<file path="src/logic/armCtrlPkg.sv">
package armCtrlPkg;

  typedef logic [3:0] aluCtrlT;   // Same encoding as the DP opcode field
  typedef logic [1:0] memSizeT;

  // Two views of one instruction word
  typedef union packed {
    struct packed {
      logic [3:0]  cond;
      logic [1:0]  op;
      logic        imm;
      logic [3:0]  opcode;
      logic        s;
      logic [3:0]  rn;
      logic [3:0]  rd;
      logic [11:0] operand;
    } dpView;
    struct packed {
      logic [3:0]  cond;
      logic [1:0]  op;
      logic        regOffset;
      logic        pBit;
      logic        uBit;
      logic        bBit;        // Immediate select in halfword transfers
      logic        wBit;
      logic        lBit;
      logic [3:0]  rn;
      logic [3:0]  rd;
      logic [11:0] offset;
    } memView;
  } instrU;

  // ALU opcodes
  localparam aluCtrlT ALU_AND = 4'b0000;
  localparam aluCtrlT ALU_EOR = 4'b0001;
  localparam aluCtrlT ALU_SUB = 4'b0010;
  localparam aluCtrlT ALU_RSB = 4'b0011;
  localparam aluCtrlT ALU_ADD = 4'b0100;
  localparam aluCtrlT ALU_ADC = 4'b0101;
  localparam aluCtrlT ALU_SBC = 4'b0110;
  localparam aluCtrlT ALU_RSC = 4'b0111;
  localparam aluCtrlT ALU_TST = 4'b1000;
  localparam aluCtrlT ALU_TEQ = 4'b1001;
  localparam aluCtrlT ALU_CMP = 4'b1010;
  localparam aluCtrlT ALU_CMN = 4'b1011;
  localparam aluCtrlT ALU_ORR = 4'b1100;
  localparam aluCtrlT ALU_MOV = 4'b1101;
  localparam aluCtrlT ALU_BIC = 4'b1110;
  localparam aluCtrlT ALU_MVN = 4'b1111;

  localparam memSizeT SIZE_WORD = 2'b00;
  localparam memSizeT SIZE_HALF = 2'b01;
  localparam memSizeT SIZE_BYTE = 2'b10;

  // Condition field codes where 1111 behaves as always
  localparam logic [3:0] COND_EQ = 4'h0;
  localparam logic [3:0] COND_NE = 4'h1;
  localparam logic [3:0] COND_CS = 4'h2;
  localparam logic [3:0] COND_CC = 4'h3;
  localparam logic [3:0] COND_MI = 4'h4;
  localparam logic [3:0] COND_PL = 4'h5;
  localparam logic [3:0] COND_VS = 4'h6;
  localparam logic [3:0] COND_VC = 4'h7;
  localparam logic [3:0] COND_HI = 4'h8;
  localparam logic [3:0] COND_LS = 4'h9;
  localparam logic [3:0] COND_GE = 4'ha;
  localparam logic [3:0] COND_LT = 4'hb;
  localparam logic [3:0] COND_GT = 4'hc;
  localparam logic [3:0] COND_LE = 4'hd;
  localparam logic [3:0] COND_AL = 4'he;

  localparam logic [3:0] REG_PC = 4'd15;

  // Immediate extension select
  localparam logic [1:0] IMM_DP   = 2'b00;
  localparam logic [1:0] IMM_MEM  = 2'b01;
  localparam logic [1:0] IMM_BR   = 2'b10;
  localparam logic [1:0] IMM_HALF = 2'b11;   // Split 8-bit halfword offset

  // Register read source bits
  localparam logic [1:0] REG_SRC_PC = 2'b01;   // PC in place of Rn
  localparam logic [1:0] REG_SRC_RD = 2'b10;   // Rd as second read for stores

  localparam logic [23:0] BX_PATTERN = 24'h12fff1;   // Bits 27:4 of BX

endpackage

</file>
<file path="src/logic/mainDecoder.sv">
`timescale 1ns/100ps

module mainDecoder import armCtrlPkg::*; (
  input  instrU      instrD,
  output logic [1:0] regSrcD,
  output logic [1:0] immSrcD,
  output logic       aluSrcD,
  output logic       memtoRegD,
  output logic       regWriteD,
  output logic       memWriteD,
  output logic       branchD,
  output logic       aluOpD,
  output logic       multD,
  output logic       pcSrcD,
  output aluCtrlT    aluControlD,
  output logic [1:0] flagWriteD,
  output memSizeT    sizeD
);

  logic       isMult;
  logic       isHalf;
  logic       isBx;
  logic       isCompare;
  logic [3:0] destReg;

  // Sub-formats hidden inside op 00
  assign isMult = (instrD[27:22] == 6'b000000) && (instrD[7:4] == 4'b1001);
  assign isHalf = (instrD.dpView.op == 2'b00) && !instrD.dpView.imm
                  && (instrD[7:4] == 4'b1011);
  assign isBx   = (instrD[27:4] == BX_PATTERN);

  always_comb begin
    regSrcD     = 2'b00;
    immSrcD     = IMM_DP;
    aluSrcD     = 1'b0;
    memtoRegD   = 1'b0;
    regWriteD   = 1'b0;
    memWriteD   = 1'b0;
    branchD     = 1'b0;
    aluOpD      = 1'b0;
    multD       = 1'b0;
    aluControlD = ALU_ADD;
    flagWriteD  = 2'b00;
    sizeD       = SIZE_WORD;
    case (instrD.dpView.op)
      2'b00: begin
        if (isMult) begin               // MUL / MLA
          regWriteD  = 1'b1;
          multD      = 1'b1;
          flagWriteD = {2{instrD.dpView.s}};
        end else if (isHalf) begin      // LDRH / STRH
          immSrcD     = IMM_HALF;
          aluSrcD     = instrD.memView.bBit;
          aluControlD = instrD.memView.uBit ? ALU_ADD : ALU_SUB;
          sizeD       = SIZE_HALF;
          if (instrD.memView.lBit) begin
            memtoRegD = 1'b1;
            regWriteD = 1'b1;
          end else begin
            regSrcD   = REG_SRC_RD;
            memWriteD = 1'b1;
          end
        end else if (isBx) begin
          aluControlD = ALU_MOV;        // Rm passes through as target
          branchD     = 1'b1;
        end else begin                  // Data processing
          aluSrcD     = instrD.dpView.imm;
          regWriteD   = 1'b1;
          aluOpD      = 1'b1;
          aluControlD = instrD.dpView.opcode;
          flagWriteD  = {2{instrD.dpView.s}};
        end
      end
      2'b01: begin                      // LDR / STR / LDRB / STRB
        immSrcD     = IMM_MEM;
        aluSrcD     = !instrD.memView.regOffset;
        aluControlD = instrD.memView.uBit ? ALU_ADD : ALU_SUB;
        sizeD       = instrD.memView.bBit ? SIZE_BYTE : SIZE_WORD;
        if (instrD.memView.lBit) begin
          memtoRegD = 1'b1;
          regWriteD = 1'b1;
        end else begin
          regSrcD   = REG_SRC_RD;
          memWriteD = 1'b1;
        end
      end
      2'b10: begin                      // B with target PC plus offset
        regSrcD = REG_SRC_PC;
        immSrcD = IMM_BR;
        aluSrcD = 1'b1;
        branchD = 1'b1;
      end
      default: ;                        // Coprocessor space unsupported
    endcase
  end

  // Multiply keeps its destination in the Rn slot
  assign destReg   = multD ? instrD.dpView.rn : instrD.dpView.rd;
  assign isCompare = aluOpD && (instrD.dpView.opcode[3:2] == 2'b10);
  assign pcSrcD    = branchD || (regWriteD && !isCompare && (destReg == REG_PC));

  always_comb begin
    noWriteOp11: assert (!(regWriteD && (instrD.dpView.op == 2'b11)))
      else $error("register write decoded from op 11");
  end

endmodule

</file>
<file path="src/logic/aluDecoder.sv">
`timescale 1ns/100ps

module aluDecoder import armCtrlPkg::*; (
  input  logic    aluOpE,
  input  aluCtrlT aluControlE,
  input  logic    carryFlagE,
  output logic    noWriteE,
  output logic    aluCarryE,
  output logic    invertBE
);

  // Carry-in and B inversion turn the adder into each add/sub form
  always_comb begin
    case (aluControlE)
      ALU_ADC: begin
        aluCarryE = carryFlagE;
        invertBE  = 1'b0;
      end
      ALU_SBC: begin
        aluCarryE = carryFlagE;   // A + ~B + C
        invertBE  = 1'b1;
      end
      ALU_SUB, ALU_CMP: begin
        aluCarryE = 1'b1;         // A + ~B + 1
        invertBE  = 1'b1;
      end
      default: begin
        aluCarryE = 1'b0;
        invertBE  = 1'b0;
      end
    endcase
  end

  // Loads and stores also use SUB, but only true DP ops can be tests
  always_comb begin
    noWriteE = 1'b0;
    if (aluOpE) begin
      case (aluControlE)
        ALU_TST, ALU_TEQ, ALU_CMP, ALU_CMN: noWriteE = 1'b1;
        default:                            noWriteE = 1'b0;
      endcase
    end
  end

endmodule

</file>
<file path="src/logic/condUnit.sv">
`timescale 1ns/100ps

module condUnit import armCtrlPkg::*; (
  input  logic       clk,
  input  logic       rstN,
  input  logic       stallE,
  input  logic [3:0] condE,
  input  logic [3:0] flagsE,       // NZCV from the ALU
  input  logic [1:0] flagWriteE,   // Bit 1 NZ, bit 0 CV
  output logic       condExE,
  output logic [3:0] storedFlags
);

  logic n;
  logic z;
  logic c;
  logic v;
  logic ge;

  assign {n, z, c, v} = storedFlags;
  assign ge = (n == v);

  // ==============================
  // Condition check
  // ==============================
  always_comb begin
    case (condE)
      COND_EQ: condExE = z;
      COND_NE: condExE = !z;
      COND_CS: condExE = c;
      COND_CC: condExE = !c;
      COND_MI: condExE = n;
      COND_PL: condExE = !n;
      COND_VS: condExE = v;
      COND_VC: condExE = !v;
      COND_HI: condExE = c && !z;
      COND_LS: condExE = !c || z;
      COND_GE: condExE = ge;
      COND_LT: condExE = !ge;
      COND_GT: condExE = !z && ge;
      COND_LE: condExE = z || !ge;
      COND_AL: condExE = 1'b1;
      default: condExE = 1'b1;   // Unconditional space
    endcase
  end

  // ==============================
  // Flag register
  // ==============================
  always_ff @(posedge clk) begin
    if (!rstN) begin
      storedFlags <= 4'b0000;
    end else if (!stallE && condExE) begin
      if (flagWriteE[1]) begin
        storedFlags[3:2] <= flagsE[3:2];
      end
      if (flagWriteE[0]) begin
        storedFlags[1:0] <= flagsE[1:0];
      end
    end
  end

  // A stalled instruction has not yet left Execute
  flagsHoldOnStall: assert property (@(posedge clk) disable iff (!rstN)
    stallE |=> $stable(storedFlags))
    else $error("stored flags changed during an Execute stall");

endmodule

</file>
<file path="src/logic/memMask.sv">
`timescale 1ns/100ps

module memMask import armCtrlPkg::*; (
  input  memSizeT    sizeE,
  input  logic [1:0] offsetE,     // Address bits 1:0
  output logic [3:0] byteMaskE
);

  always_comb begin
    case (sizeE)
      SIZE_WORD: byteMaskE = 4'b1111;
      SIZE_HALF: byteMaskE = offsetE[1] ? 4'b1100 : 4'b0011;
      SIZE_BYTE: byteMaskE = 4'b0001 << offsetE;
      default:   byteMaskE = 4'b1111;
    endcase
  end

  always_comb begin
    maskNotEmpty: assert (byteMaskE != 4'b0000)
      else $error("empty byte mask for size %0d", sizeE);
  end

endmodule

</file>
<file path="src/logic/ctrlPipe.sv">
`timescale 1ns/100ps

module ctrlPipe import armCtrlPkg::*; (
  input  logic       clk,
  input  logic       rstN,
  input  logic       stallE,
  input  logic       flushE,
  input  logic       stallM,
  input  logic       stallW,
  input  logic       flushW,
  input  logic       aluSrcD,
  input  logic       memtoRegD,
  input  logic       regWriteD,
  input  logic       memWriteD,
  input  logic       branchD,
  input  logic       aluOpD,
  input  logic       multD,
  input  logic       pcSrcD,
  input  aluCtrlT    aluControlD,
  input  logic [1:0] flagWriteD,
  input  memSizeT    sizeD,
  input  logic [3:0] condD,
  input  logic       condExE,
  input  logic       noWriteE,
  input  logic [3:0] byteMaskE,
  input  logic [1:0] aluResultE,   // Low address bits only
  output logic       aluSrcE,
  output logic       aluOpE,
  output logic       memtoRegE,
  output logic       branchTakenE,
  output aluCtrlT    aluControlE,
  output logic [1:0] flagWriteE,
  output logic [3:0] condE,
  output memSizeT    sizeE,
  output logic       memWriteM,
  output logic       regWriteM,
  output logic       memtoRegM,
  output logic [3:0] byteMaskM,
  output logic       regWriteW,
  output logic       memtoRegW,
  output logic       pcSrcW,
  output memSizeT    sizeW,
  output logic [1:0] byteOffsetW,
  output logic       pcWrPendingF
);

  logic       regWriteE;
  logic       memWriteE;
  logic       branchE;
  logic       pcSrcE;
  logic       multE;
  logic [1:0] flagWriteRegE;
  logic       regWriteGatedE;
  logic       memWriteGatedE;
  logic       pcSrcGatedE;
  logic       pcSrcM;
  memSizeT    sizeM;
  logic [1:0] byteOffsetM;

  // ==============================
  // Execute
  // ==============================
  always_ff @(posedge clk) begin
    if (!rstN || flushE) begin     // Flush wins over stall
      aluSrcE       <= 1'b0;
      aluOpE        <= 1'b0;
      memtoRegE     <= 1'b0;
      regWriteE     <= 1'b0;
      memWriteE     <= 1'b0;
      branchE       <= 1'b0;
      pcSrcE        <= 1'b0;
      multE         <= 1'b0;
      aluControlE   <= ALU_AND;
      flagWriteRegE <= 2'b00;
      condE         <= 4'h0;
      sizeE         <= SIZE_WORD;
    end else if (!stallE) begin
      aluSrcE       <= aluSrcD;
      aluOpE        <= aluOpD;
      memtoRegE     <= memtoRegD;
      regWriteE     <= regWriteD;
      memWriteE     <= memWriteD;
      branchE       <= branchD;
      pcSrcE        <= pcSrcD;
      multE         <= multD;
      aluControlE   <= aluControlD;
      flagWriteRegE <= flagWriteD;
      condE         <= condD;
      sizeE         <= sizeD;
    end
  end

  // Multiplies leave C and V alone
  assign flagWriteE = {flagWriteRegE[1], flagWriteRegE[0] && !multE};

  // Writes and branches only when the condition passes
  assign regWriteGatedE = regWriteE && condExE && !noWriteE;
  assign memWriteGatedE = memWriteE && condExE;
  assign pcSrcGatedE    = pcSrcE && condExE;
  assign branchTakenE   = branchE && condExE;

  // ==============================
  // Memory
  // ==============================
  always_ff @(posedge clk) begin
    if (!rstN) begin
      memWriteM   <= 1'b0;
      regWriteM   <= 1'b0;
      memtoRegM   <= 1'b0;
      pcSrcM      <= 1'b0;
      byteMaskM   <= 4'b0000;
      sizeM       <= SIZE_WORD;
      byteOffsetM <= 2'b00;
    end else if (!stallM) begin
      memWriteM   <= memWriteGatedE;
      regWriteM   <= regWriteGatedE;
      memtoRegM   <= memtoRegE;
      pcSrcM      <= pcSrcGatedE;
      byteMaskM   <= byteMaskE;
      sizeM       <= sizeE;
      byteOffsetM <= aluResultE;
    end
  end

  // ==============================
  // Writeback
  // ==============================
  always_ff @(posedge clk) begin
    if (!rstN || flushW) begin
      regWriteW   <= 1'b0;
      memtoRegW   <= 1'b0;
      pcSrcW      <= 1'b0;
      sizeW       <= SIZE_WORD;
      byteOffsetW <= 2'b00;
    end else if (!stallW) begin
      regWriteW   <= regWriteM;
      memtoRegW   <= memtoRegM;
      pcSrcW      <= pcSrcM;
      sizeW       <= sizeM;
      byteOffsetW <= byteOffsetM;
    end
  end

  assign pcWrPendingF = pcSrcD || pcSrcE || pcSrcM;   // For fetch stall

  flushClearsE: assert property (@(posedge clk) disable iff (!rstN)
    (flushE && !stallE) |=> (!regWriteE && !memWriteE))
    else $error("write controls left in Execute after a flush");

endmodule

</file>
<file path="src/logic/controller.sv">
`timescale 1ns/100ps

module controller import armCtrlPkg::*; (
  input  logic        clk,
  input  logic        rstN,
  input  instrU       instrD,
  input  logic [3:0]  flagsE,
  input  logic [31:0] aluResultE,
  input  logic        stallE,
  input  logic        flushE,
  input  logic        stallM,
  input  logic        stallW,
  input  logic        flushW,
  output logic [1:0]  regSrcD,
  output logic [1:0]  immSrcD,
  output logic        aluSrcE,
  output aluCtrlT     aluControlE,
  output logic        aluCarryE,
  output logic        invertBE,
  output logic        branchTakenE,
  output logic        memtoRegE,
  output logic        memWriteM,
  output logic        regWriteM,
  output logic [3:0]  byteMaskM,
  output logic        regWriteW,
  output logic        memtoRegW,
  output logic        pcSrcW,
  output memSizeT     sizeW,
  output logic [1:0]  byteOffsetW,
  output logic        pcWrPendingF
);

  // Decode fields
  logic       aluSrcD;
  logic       memtoRegD;
  logic       regWriteD;
  logic       memWriteD;
  logic       branchD;
  logic       aluOpD;
  logic       multD;
  logic       pcSrcD;
  aluCtrlT    aluControlD;
  logic [1:0] flagWriteD;
  memSizeT    sizeD;

  // Execute feedback
  logic       aluOpE;
  logic [1:0] flagWriteE;
  logic [3:0] condE;
  memSizeT    sizeE;
  logic       condExE;
  logic       noWriteE;
  logic [3:0] byteMaskE;
  logic [3:0] storedFlags;

  mainDecoder mainDecoder_i (
    .instrD      (instrD),
    .regSrcD     (regSrcD),
    .immSrcD     (immSrcD),
    .aluSrcD     (aluSrcD),
    .memtoRegD   (memtoRegD),
    .regWriteD   (regWriteD),
    .memWriteD   (memWriteD),
    .branchD     (branchD),
    .aluOpD      (aluOpD),
    .multD       (multD),
    .pcSrcD      (pcSrcD),
    .aluControlD (aluControlD),
    .flagWriteD  (flagWriteD),
    .sizeD       (sizeD)
  );

  ctrlPipe ctrlPipe_i (
    .clk          (clk),
    .rstN         (rstN),
    .stallE       (stallE),
    .flushE       (flushE),
    .stallM       (stallM),
    .stallW       (stallW),
    .flushW       (flushW),
    .aluSrcD      (aluSrcD),
    .memtoRegD    (memtoRegD),
    .regWriteD    (regWriteD),
    .memWriteD    (memWriteD),
    .branchD      (branchD),
    .aluOpD       (aluOpD),
    .multD        (multD),
    .pcSrcD       (pcSrcD),
    .aluControlD  (aluControlD),
    .flagWriteD   (flagWriteD),
    .sizeD        (sizeD),
    .condD        (instrD.dpView.cond),
    .condExE      (condExE),
    .noWriteE     (noWriteE),
    .byteMaskE    (byteMaskE),
    .aluResultE   (aluResultE[1:0]),
    .aluSrcE      (aluSrcE),
    .aluOpE       (aluOpE),
    .memtoRegE    (memtoRegE),
    .branchTakenE (branchTakenE),
    .aluControlE  (aluControlE),
    .flagWriteE   (flagWriteE),
    .condE        (condE),
    .sizeE        (sizeE),
    .memWriteM    (memWriteM),
    .regWriteM    (regWriteM),
    .memtoRegM    (),               // Consumed inside the pipe only
    .byteMaskM    (byteMaskM),
    .regWriteW    (regWriteW),
    .memtoRegW    (memtoRegW),
    .pcSrcW       (pcSrcW),
    .sizeW        (sizeW),
    .byteOffsetW  (byteOffsetW),
    .pcWrPendingF (pcWrPendingF)
  );

  aluDecoder aluDecoder_i (
    .aluOpE      (aluOpE),
    .aluControlE (aluControlE),
    .carryFlagE  (storedFlags[1]),
    .noWriteE    (noWriteE),
    .aluCarryE   (aluCarryE),
    .invertBE    (invertBE)
  );

  condUnit condUnit_i (
    .clk         (clk),
    .rstN        (rstN),
    .stallE      (stallE),
    .condE       (condE),
    .flagsE      (flagsE),
    .flagWriteE  (flagWriteE),
    .condExE     (condExE),
    .storedFlags (storedFlags)
  );

  memMask memMask_i (
    .sizeE     (sizeE),
    .offsetE   (aluResultE[1:0]),
    .byteMaskE (byteMaskE)
  );

endmodule

</file>
<file path="config.mk">
export PLATFORM = sky130hd
export DESIGN_NAME = controller
export DESIGN_NICKNAME = d
export VERILOG_FILES = /design/src/logic/armCtrlPkg.sv /design/src/logic/mainDecoder.sv /design/src/logic/aluDecoder.sv /design/src/logic/condUnit.sv /design/src/logic/memMask.sv /design/src/logic/ctrlPipe.sv /design/src/logic/controller.sv
export SDC_FILE = /design/constraint.sdc
export NUM_CORES = 1
export LEC_CHECK = 0
export BUFFER_PORTS_ARGS = -buffer_cell sky130_fd_sc_hd__buf_4
export CORE_ASPECT_RATIO = 0.8
export CORE_MARGIN = 4
export CORE_UTILIZATION = 25
export CTS_CLUSTER_SIZE = 24
export DETAILED_ROUTE_END_ITERATION = 6
export RECOVER_POWER = 100
export SETUP_SLACK_MARGIN = 0.05
export SLEW_MARGIN = 25
export SYNTH_ARGS = -nofsm -noshare
export SYNTH_HDL_FRONTEND = slang
export SYNTH_HIERARCHICAL = 1
export SYNTH_SLANG_ARGS = --single-unit
export TNS_END_PERCENT = 20
</file>
<file path="constraint.sdc">
create_clock -name clk -period 4.31 [get_ports clk]
set_clock_uncertainty 0.05 [all_clocks]
set_input_delay 0.6465 -clock clk [delete_from_list [all_inputs] [get_ports clk]]
set_output_delay 0.6465 -clock clk [all_outputs]
set_load 0.01 [all_outputs]
</file>
==> results of run 1 <==
==> final timing paths <==
check	from	cells after the start	end	slack [ns]
worst max register to register	ctrlPipe_i/condE[1]	5	condUnit_i/storedFlags[0]	2.18
worst max-delay path	instrD[26]	7	pcWrPendingF	0.87
worst min register to register	ctrlPipe_i/pcSrcM	2	ctrlPipe_i/pcSrcM	0.45
worst min-delay path	ctrlPipe_i/pcSrcM	2	ctrlPipe_i/pcSrcM	0.45
==> sequential cells by signal, indices dropped and copies added (netlist names), 2 cells and up <==
name and cells:
condUnit_i/storedFlags 4, ctrlPipe_i/sizeM 2, ctrlPipe_i/sizeW 2, ctrlPipe_i/byteOffsetW 2
ctrlPipe_i/byteMaskM 4, ctrlPipe_i/aluControlE 4, ctrlPipe_i/condE 4, ctrlPipe_i/sizeE 2
ctrlPipe_i/flagWriteRegE 2, ctrlPipe_i/byteOffsetM 2
==> power breakdown <==
part	internal [mW]	switching [mW]	total (mW)
registers	0.406	0.00690	0.413
clock network	0.332	0.152	0.484
logic	0.0537	0.0512	0.105
total	0.792	0.210	1.00
==> area by class of cell <==
| class | instances | share of cell area, % |
|---|---|---|
| repair buffers | 67 | 14.1 |
| well taps | 112 | 4.87 |
| clock buffers | 6 | 4.48 |
| clock inverters | 2 | 2.09 |
| inverters | 8 | 1.04 |
| multi-input cells | 178 | 43.5 |
| flip-flops and latches | 43 | 29.9 |
==> Yosys cell counts, types with 2 or more instances <==
library cell,instances
buf_4,4
inv_1,7
nand2b_1,4
nor3b_1,2
ha_1,2
nor3_1,2
xnor2_1,2
and4b_1,2
nor2b_1,13
nand3b_4,2
or3_1,4
a21boi_1,2
a21oi_1,6
nor2_1,34
o21ai_0,3
o21bai_1,2
clkbuf_1,3
nand2_1,17
nand3b_1,4
nand4_1,4
and2_1,5
o31ai_1,2
dfxtp_1,43
buf_6,2
a21o_2,2
mux2i_1,41
==> per-stage QoR <==
stage / setup slack [ns] / instances / power, mW / instance area [sq um] / hold WS [ns]
2_1_floorplan: 1.62 / 241 / 0.483 / 2280 / 0.389
3_3_place_gp: 1.20 / 408 / 0.534 / 2830 / 0.404
3_5_place_dp: 1.21 / 408 / 0.537 / 2830 / 0.422
4_1_cts: 1.20 / 416 / 1.02 / 3020 / 0.431
5_1_grt: 0.659 / 416 / 1.04 / 2880 / 0.477
6_report: 0.869 / 416 / 1.00 / 2880 / 0.446
==> critical path, stage by stage <==
cell and delay [ns]:
buf_4 0.13, nor4_1 0.56, nand4_1 0.36, a21o_2 0.30, a41o_1 0.24, or3_1 0.37, clkbuf_1 0.14
==> kinds of logic (layout without fill, tap and decap cells) <==
kind of cell | after synthesis | count (layout) | share of synthesized area (%)
flip-flops | 43 | 43 | 37.7
multiplexers | 43 | 43 | 19.5
AO/OA/AOI/OAI | 28 | 28 | 9.38
XOR/XNOR | 2 | 2 | 0.768
buffers and inverters | 20 | 83 | 5.43
AND/OR/NAND/NOR | 103 | 103 | 26.2
adder cells (fa/ha/maj) | 2 | 2 | 1.10
==> layer usage <==
layer	global-route usage, %	part of all wire, %	up-vias
met5	0	0	-
met4	2.35	0.66	0
met3	3.10	6.3	4
met2	14.5	41	59
met1	15.6	52	888
li1	-	-	967
==> summary.txt, run 1 <==
Hold Vio Cnt, Final: 0
share of Yosys cell area claimed by the top area cell type: 37.7%
CTS clk-pin slew, worst paths: 0.06 ns
Final min period: 3.44 ns
Sequential Area: 861 sq um
critical path class: in2out
Yosys reg bits: 43
synthesized area: 2280 sq um
antenna diode count: 0
die area: 10700 sq um
Mapped Nets: 318
multi-input logic area: 1250 sq um
CTS Root Cell: clkbuf_16
worst slew pin tran: 0.949 ns
Mean Syn Cell Area: 9.47 sq um
IO Port Bufs: 67
Synth-to-Final Area Change: 26.0%
CORE AREA: 8670 sq um
nets: 380
Core Rows: 30
P_leak: 1.23 nW
Unique masters post-synth: 53
Post-CTS Setup Bufs: 0
main flop type after synthesis: dfxtp_1
fin. max-slew vios: 0
worst-path fanout max: 7
Pre-antenna DRT Iters: 4
Total Routing Usage GR: 10.4%
outcome: finished clean
vias in the first global route: 1787
crit path DAT: 2.74 ns
max_cap viols: 0
Total Wirelength: 5630 um
DR DRC count: 0
Yosys top cell by area: dfxtp_1
DR WL/cell: 13.5 um
setup violators final: 0
CTS Buf Count: 5
ys async rst share: 0%
Sink Count: 43
GP Congestion: 0.789
Chip Height: 93.5 um
sequential fraction of the synthesis area: 37.7%
CTS H-tree depth: 2
RSZ-0062 raised after global routing: no
first-pass GRT wire length: 9080 um
Vias: 1918
post-CTS sizing: 0
most frequent cells in the layout: dfxtp_1, mux2i_1, buf_4
crit share post-route: 79.8%
Congestion Overflow GR: 0
Die X: 115 um
YS warnings: 6
Final ANT Viol Nets: 0
peak supply drop: 0.000167 V
Slew HR: 36.7%
routed vias/inst: 4.61
fmax: 291 MHz
Post-synth EDFFs: 0
power density cells: 348 nW/um^2
commonest non-fill, non-tap cell in the layout: dfxtp_1
top post-synthesis cells by area: dfxtp_1, mux2i_1, nor2_1, nor2b_1, nand2_1
hold_buf cts: 0
Clk Latency, worst-skew pair: 0.28 ns
initial antenna violation count: 0
CTS Buffer Depth: 2
Finished Core Util: 33.2%
IO Pins: 102
Worst setup SP type: primary input
Initial Utilization: 26.3%
HP Class: reg2reg
post-DP HPWL: 4260 um
fill count: 922
largest net degree at the start of global routing: 23
Post-Syn Instances: 241
TritonCTS clock tree: yes
share of post-route cells with drive strength above 1: 19.1%
Worst Path Required: 3.61 ns
total negative slack: 0 ns
DRT iter0 DRCs: 118
Worst setup EP type: primary output
Note: power is estimated with default switching activity, not from simulation.
==> run 2, diff against run 1 <==
ABC_AREA = 1   (was unset)
clock period = 2.88 ns   (was 4.31 ns; I/O delays follow)
==> run 2 against run 1 <==
Global-route usage up 0.67 points; highest routed layer unchanged; count of clock-buffer cells in the layout fell by 1; final area rose by 7.9%; flip-flop and latch count unchanged; clock power rose by 32%.
==> summary.txt, run 2 <==
share of Yosys cell area claimed by the top area cell type: 34.9%
DP Worst Slack: 0.635 ns
fin. max-slew vios: 0
Sequential Area: 861 sq um
GP Congestion: 0.841
CTS Buf Count: 5
P_leak: 1.42 nW
final worst slack: 0.479 ns
WHS: 0.359 ns
Clk Latency, worst-skew pair: 0.28 ns
worst-path fanout max: 6
main flop type after synthesis: dfxtp_1
Worst Hold Depth: 3
share of post-route cells with drive strength above 1: 16.0%
die area: 11500 sq um
total negative slack: 0 ns
IO Port Bufs: 67
CORE AREA: 9650 sq um
Synth-to-Final Area Change: 25.7%
Hold Vio Cnt, Final: 0
commonest non-fill, non-tap cell in the layout: nand2_1
Yosys top cell by area: dfxtp_1
Post-CTS Setup Bufs: 0
YS warnings: 6
most common cell in the netlist: nand2_1
vias in the first global route: 2330
TritonCTS clock tree: yes
Sink Count: 43
first-pass GRT wire length: 10700 um
CTS clk-pin slew, worst paths: 0.06 ns
Chip Height: 96.9 um
worst flop-to-flop path startpoint: ctrlPipe_i/condE[1]
Initial Utilization: 25.6%
DRT iter0 DRCs: 106
most frequent cells in the layout: nand2_1, inv_1, nor2_1
Final ANT Viol Nets: 0
Vias: 2477
HP Class: in2reg
nets: 525
Worst R2R Setup Slack: 1.11 ns
crit share post-route: 83.4%
CTS Root Cell: clkbuf_16
worst slew pin tran: 0.723 ns
IO Pins: 102
Total Routing Usage GR: 11.1%
worst setup path startpoint: instrD[27]
setup violators final: 0
max_cap viols: 0
Congestion Overflow GR: 0
top post-synthesis cells by area: dfxtp_1, nand2_1, a21oi_1, inv_1, nor2_1
DR DRC count: 0
beginning of the worst hold path: instrD[30]
Unique masters post-synth: 26
Die X: 119 um
peak supply drop: 0.000244 V
antenna diode count: 0
CTS H-tree depth: 2
post-DP HPWL: 4830 um
largest net degree at the start of global routing: 23
critical path class: in2out
multi-input logic area: 1270 sq um
sequential fraction of the synthesis area: 34.9%
RR Endpoint: condUnit_i/storedFlags[0]
Mean Syn Cell Area: 6.40 sq um
Worst setup EP type: primary output
Post-synth EDFFs: 0
RSZ-0062 raised after global routing: no
worst reg2reg path depth: 12
power density cells: 466 nW/um^2
ys async rst share: 0%
Worst Path Required: 2.40 ns
Post-Syn Instances: 386
Worst setup SP type: primary input
outcome: finished clean
Synth top cells by count: nand2_1, inv_1, nor2_1
CTS Buffer Depth: 2
Total Wirelength: 6260 um
fmax: 416 MHz
DR WL/cell: 10.7 um
Pre-antenna DRT Iters: 4
hold_buf cts: 0
routed vias/inst: 4.23
hold path endpoint: ctrlPipe_i/condE[2]
crit path DAT: 1.92 ns
post-CTS sizing: 0
Yosys reg bits: 43
Finished Core Util: 32.2%
Final min period: 2.40 ns
initial antenna violation count: 0
Mapped Nets: 463
fill count: 1074
Slew HR: 51.7%
Core Rows: 32
synthesized area: 2470 sq um
run 2: where the power goes:
| part | leakage [nW] | internal [mW] | total, mW | switching [mW] |
|---|---|---|---|---|
| clock | 0.0838 | 0.409 | 0.640 | 0.231 |
| combinational | 0.988 | 0.0744 | 0.180 | 0.106 |
| sequential | 0.350 | 0.612 | 0.626 | 0.0131 |
run 2: how the worst max path moves through the flow:
| stage | endpoint | slack (ns) | cells after the start |
|---|---|---|---|
| finish | pcWrPendingF | 0.48 | 14 |
| floorplan | pcWrPendingF | 1.05 | 12 |
| CTS | pcWrPendingF | 0.63 | 14 |
| detailed placement | pcWrPendingF | 0.64 | 14 |
| global placement | pcWrPendingF | 0.64 | 14 |
| global route | branchTakenE | 0.29 | 11 |
run 2: area by class of cell:
class | count | share of cell area (%)
sequential | 43 | 27.7
clock inverter | 3 | 1.41
timing repair buffer | 67 | 13.3
multi-input combinational | 274 | 41.0
tap | 136 | 5.48
clock buffer | 5 | 4.03
inverter | 57 | 7.06
run 2: worst max-delay path, stage by stage:
cell and delay (ns):
buf_4 0.12, inv_1 0.12, nand2_1 0.20, nor2_8 0.20
nand3_2 0.17, nand2_1 0.11, o21ai_2 0.05, nand2_1 0.05
inv_1 0.03, nand2_1 0.05, nand2_1 0.08, nor2_1 0.10
nand2_1 0.06, buf_4 0.14
run 2: metrics by stage:
stage / std cells / power [mW] / cell area (sq um)
2_1_floorplan: 386 / 0.744 / 2470
3_3_place_gp: 577 / 0.831 / 3060
3_5_place_dp: 577 / 0.834 / 3060
4_1_cts: 585 / 1.48 / 3230
5_1_grt: 585 / 1.52 / 3100
6_report: 585 / 1.45 / 3100
run 2: kinds of logic after synthesis:
logic type      Yosys count  share of synthesized area, %
simple gates            217                          40.4
compound gates           55                          11.5
buf+inv                  69                          12.3
fa+ha+maj                 2                          1.01
flops                    43                          34.9
run 2: metal layers:
layer  GRT usage (%)  vias up  wire length, um
li1                -     1325                -
met5               0        -                0
met1            15.7     1077             3290
met3            3.80        4              405
met4            2.05        0               29
met2            16.4       71             2540
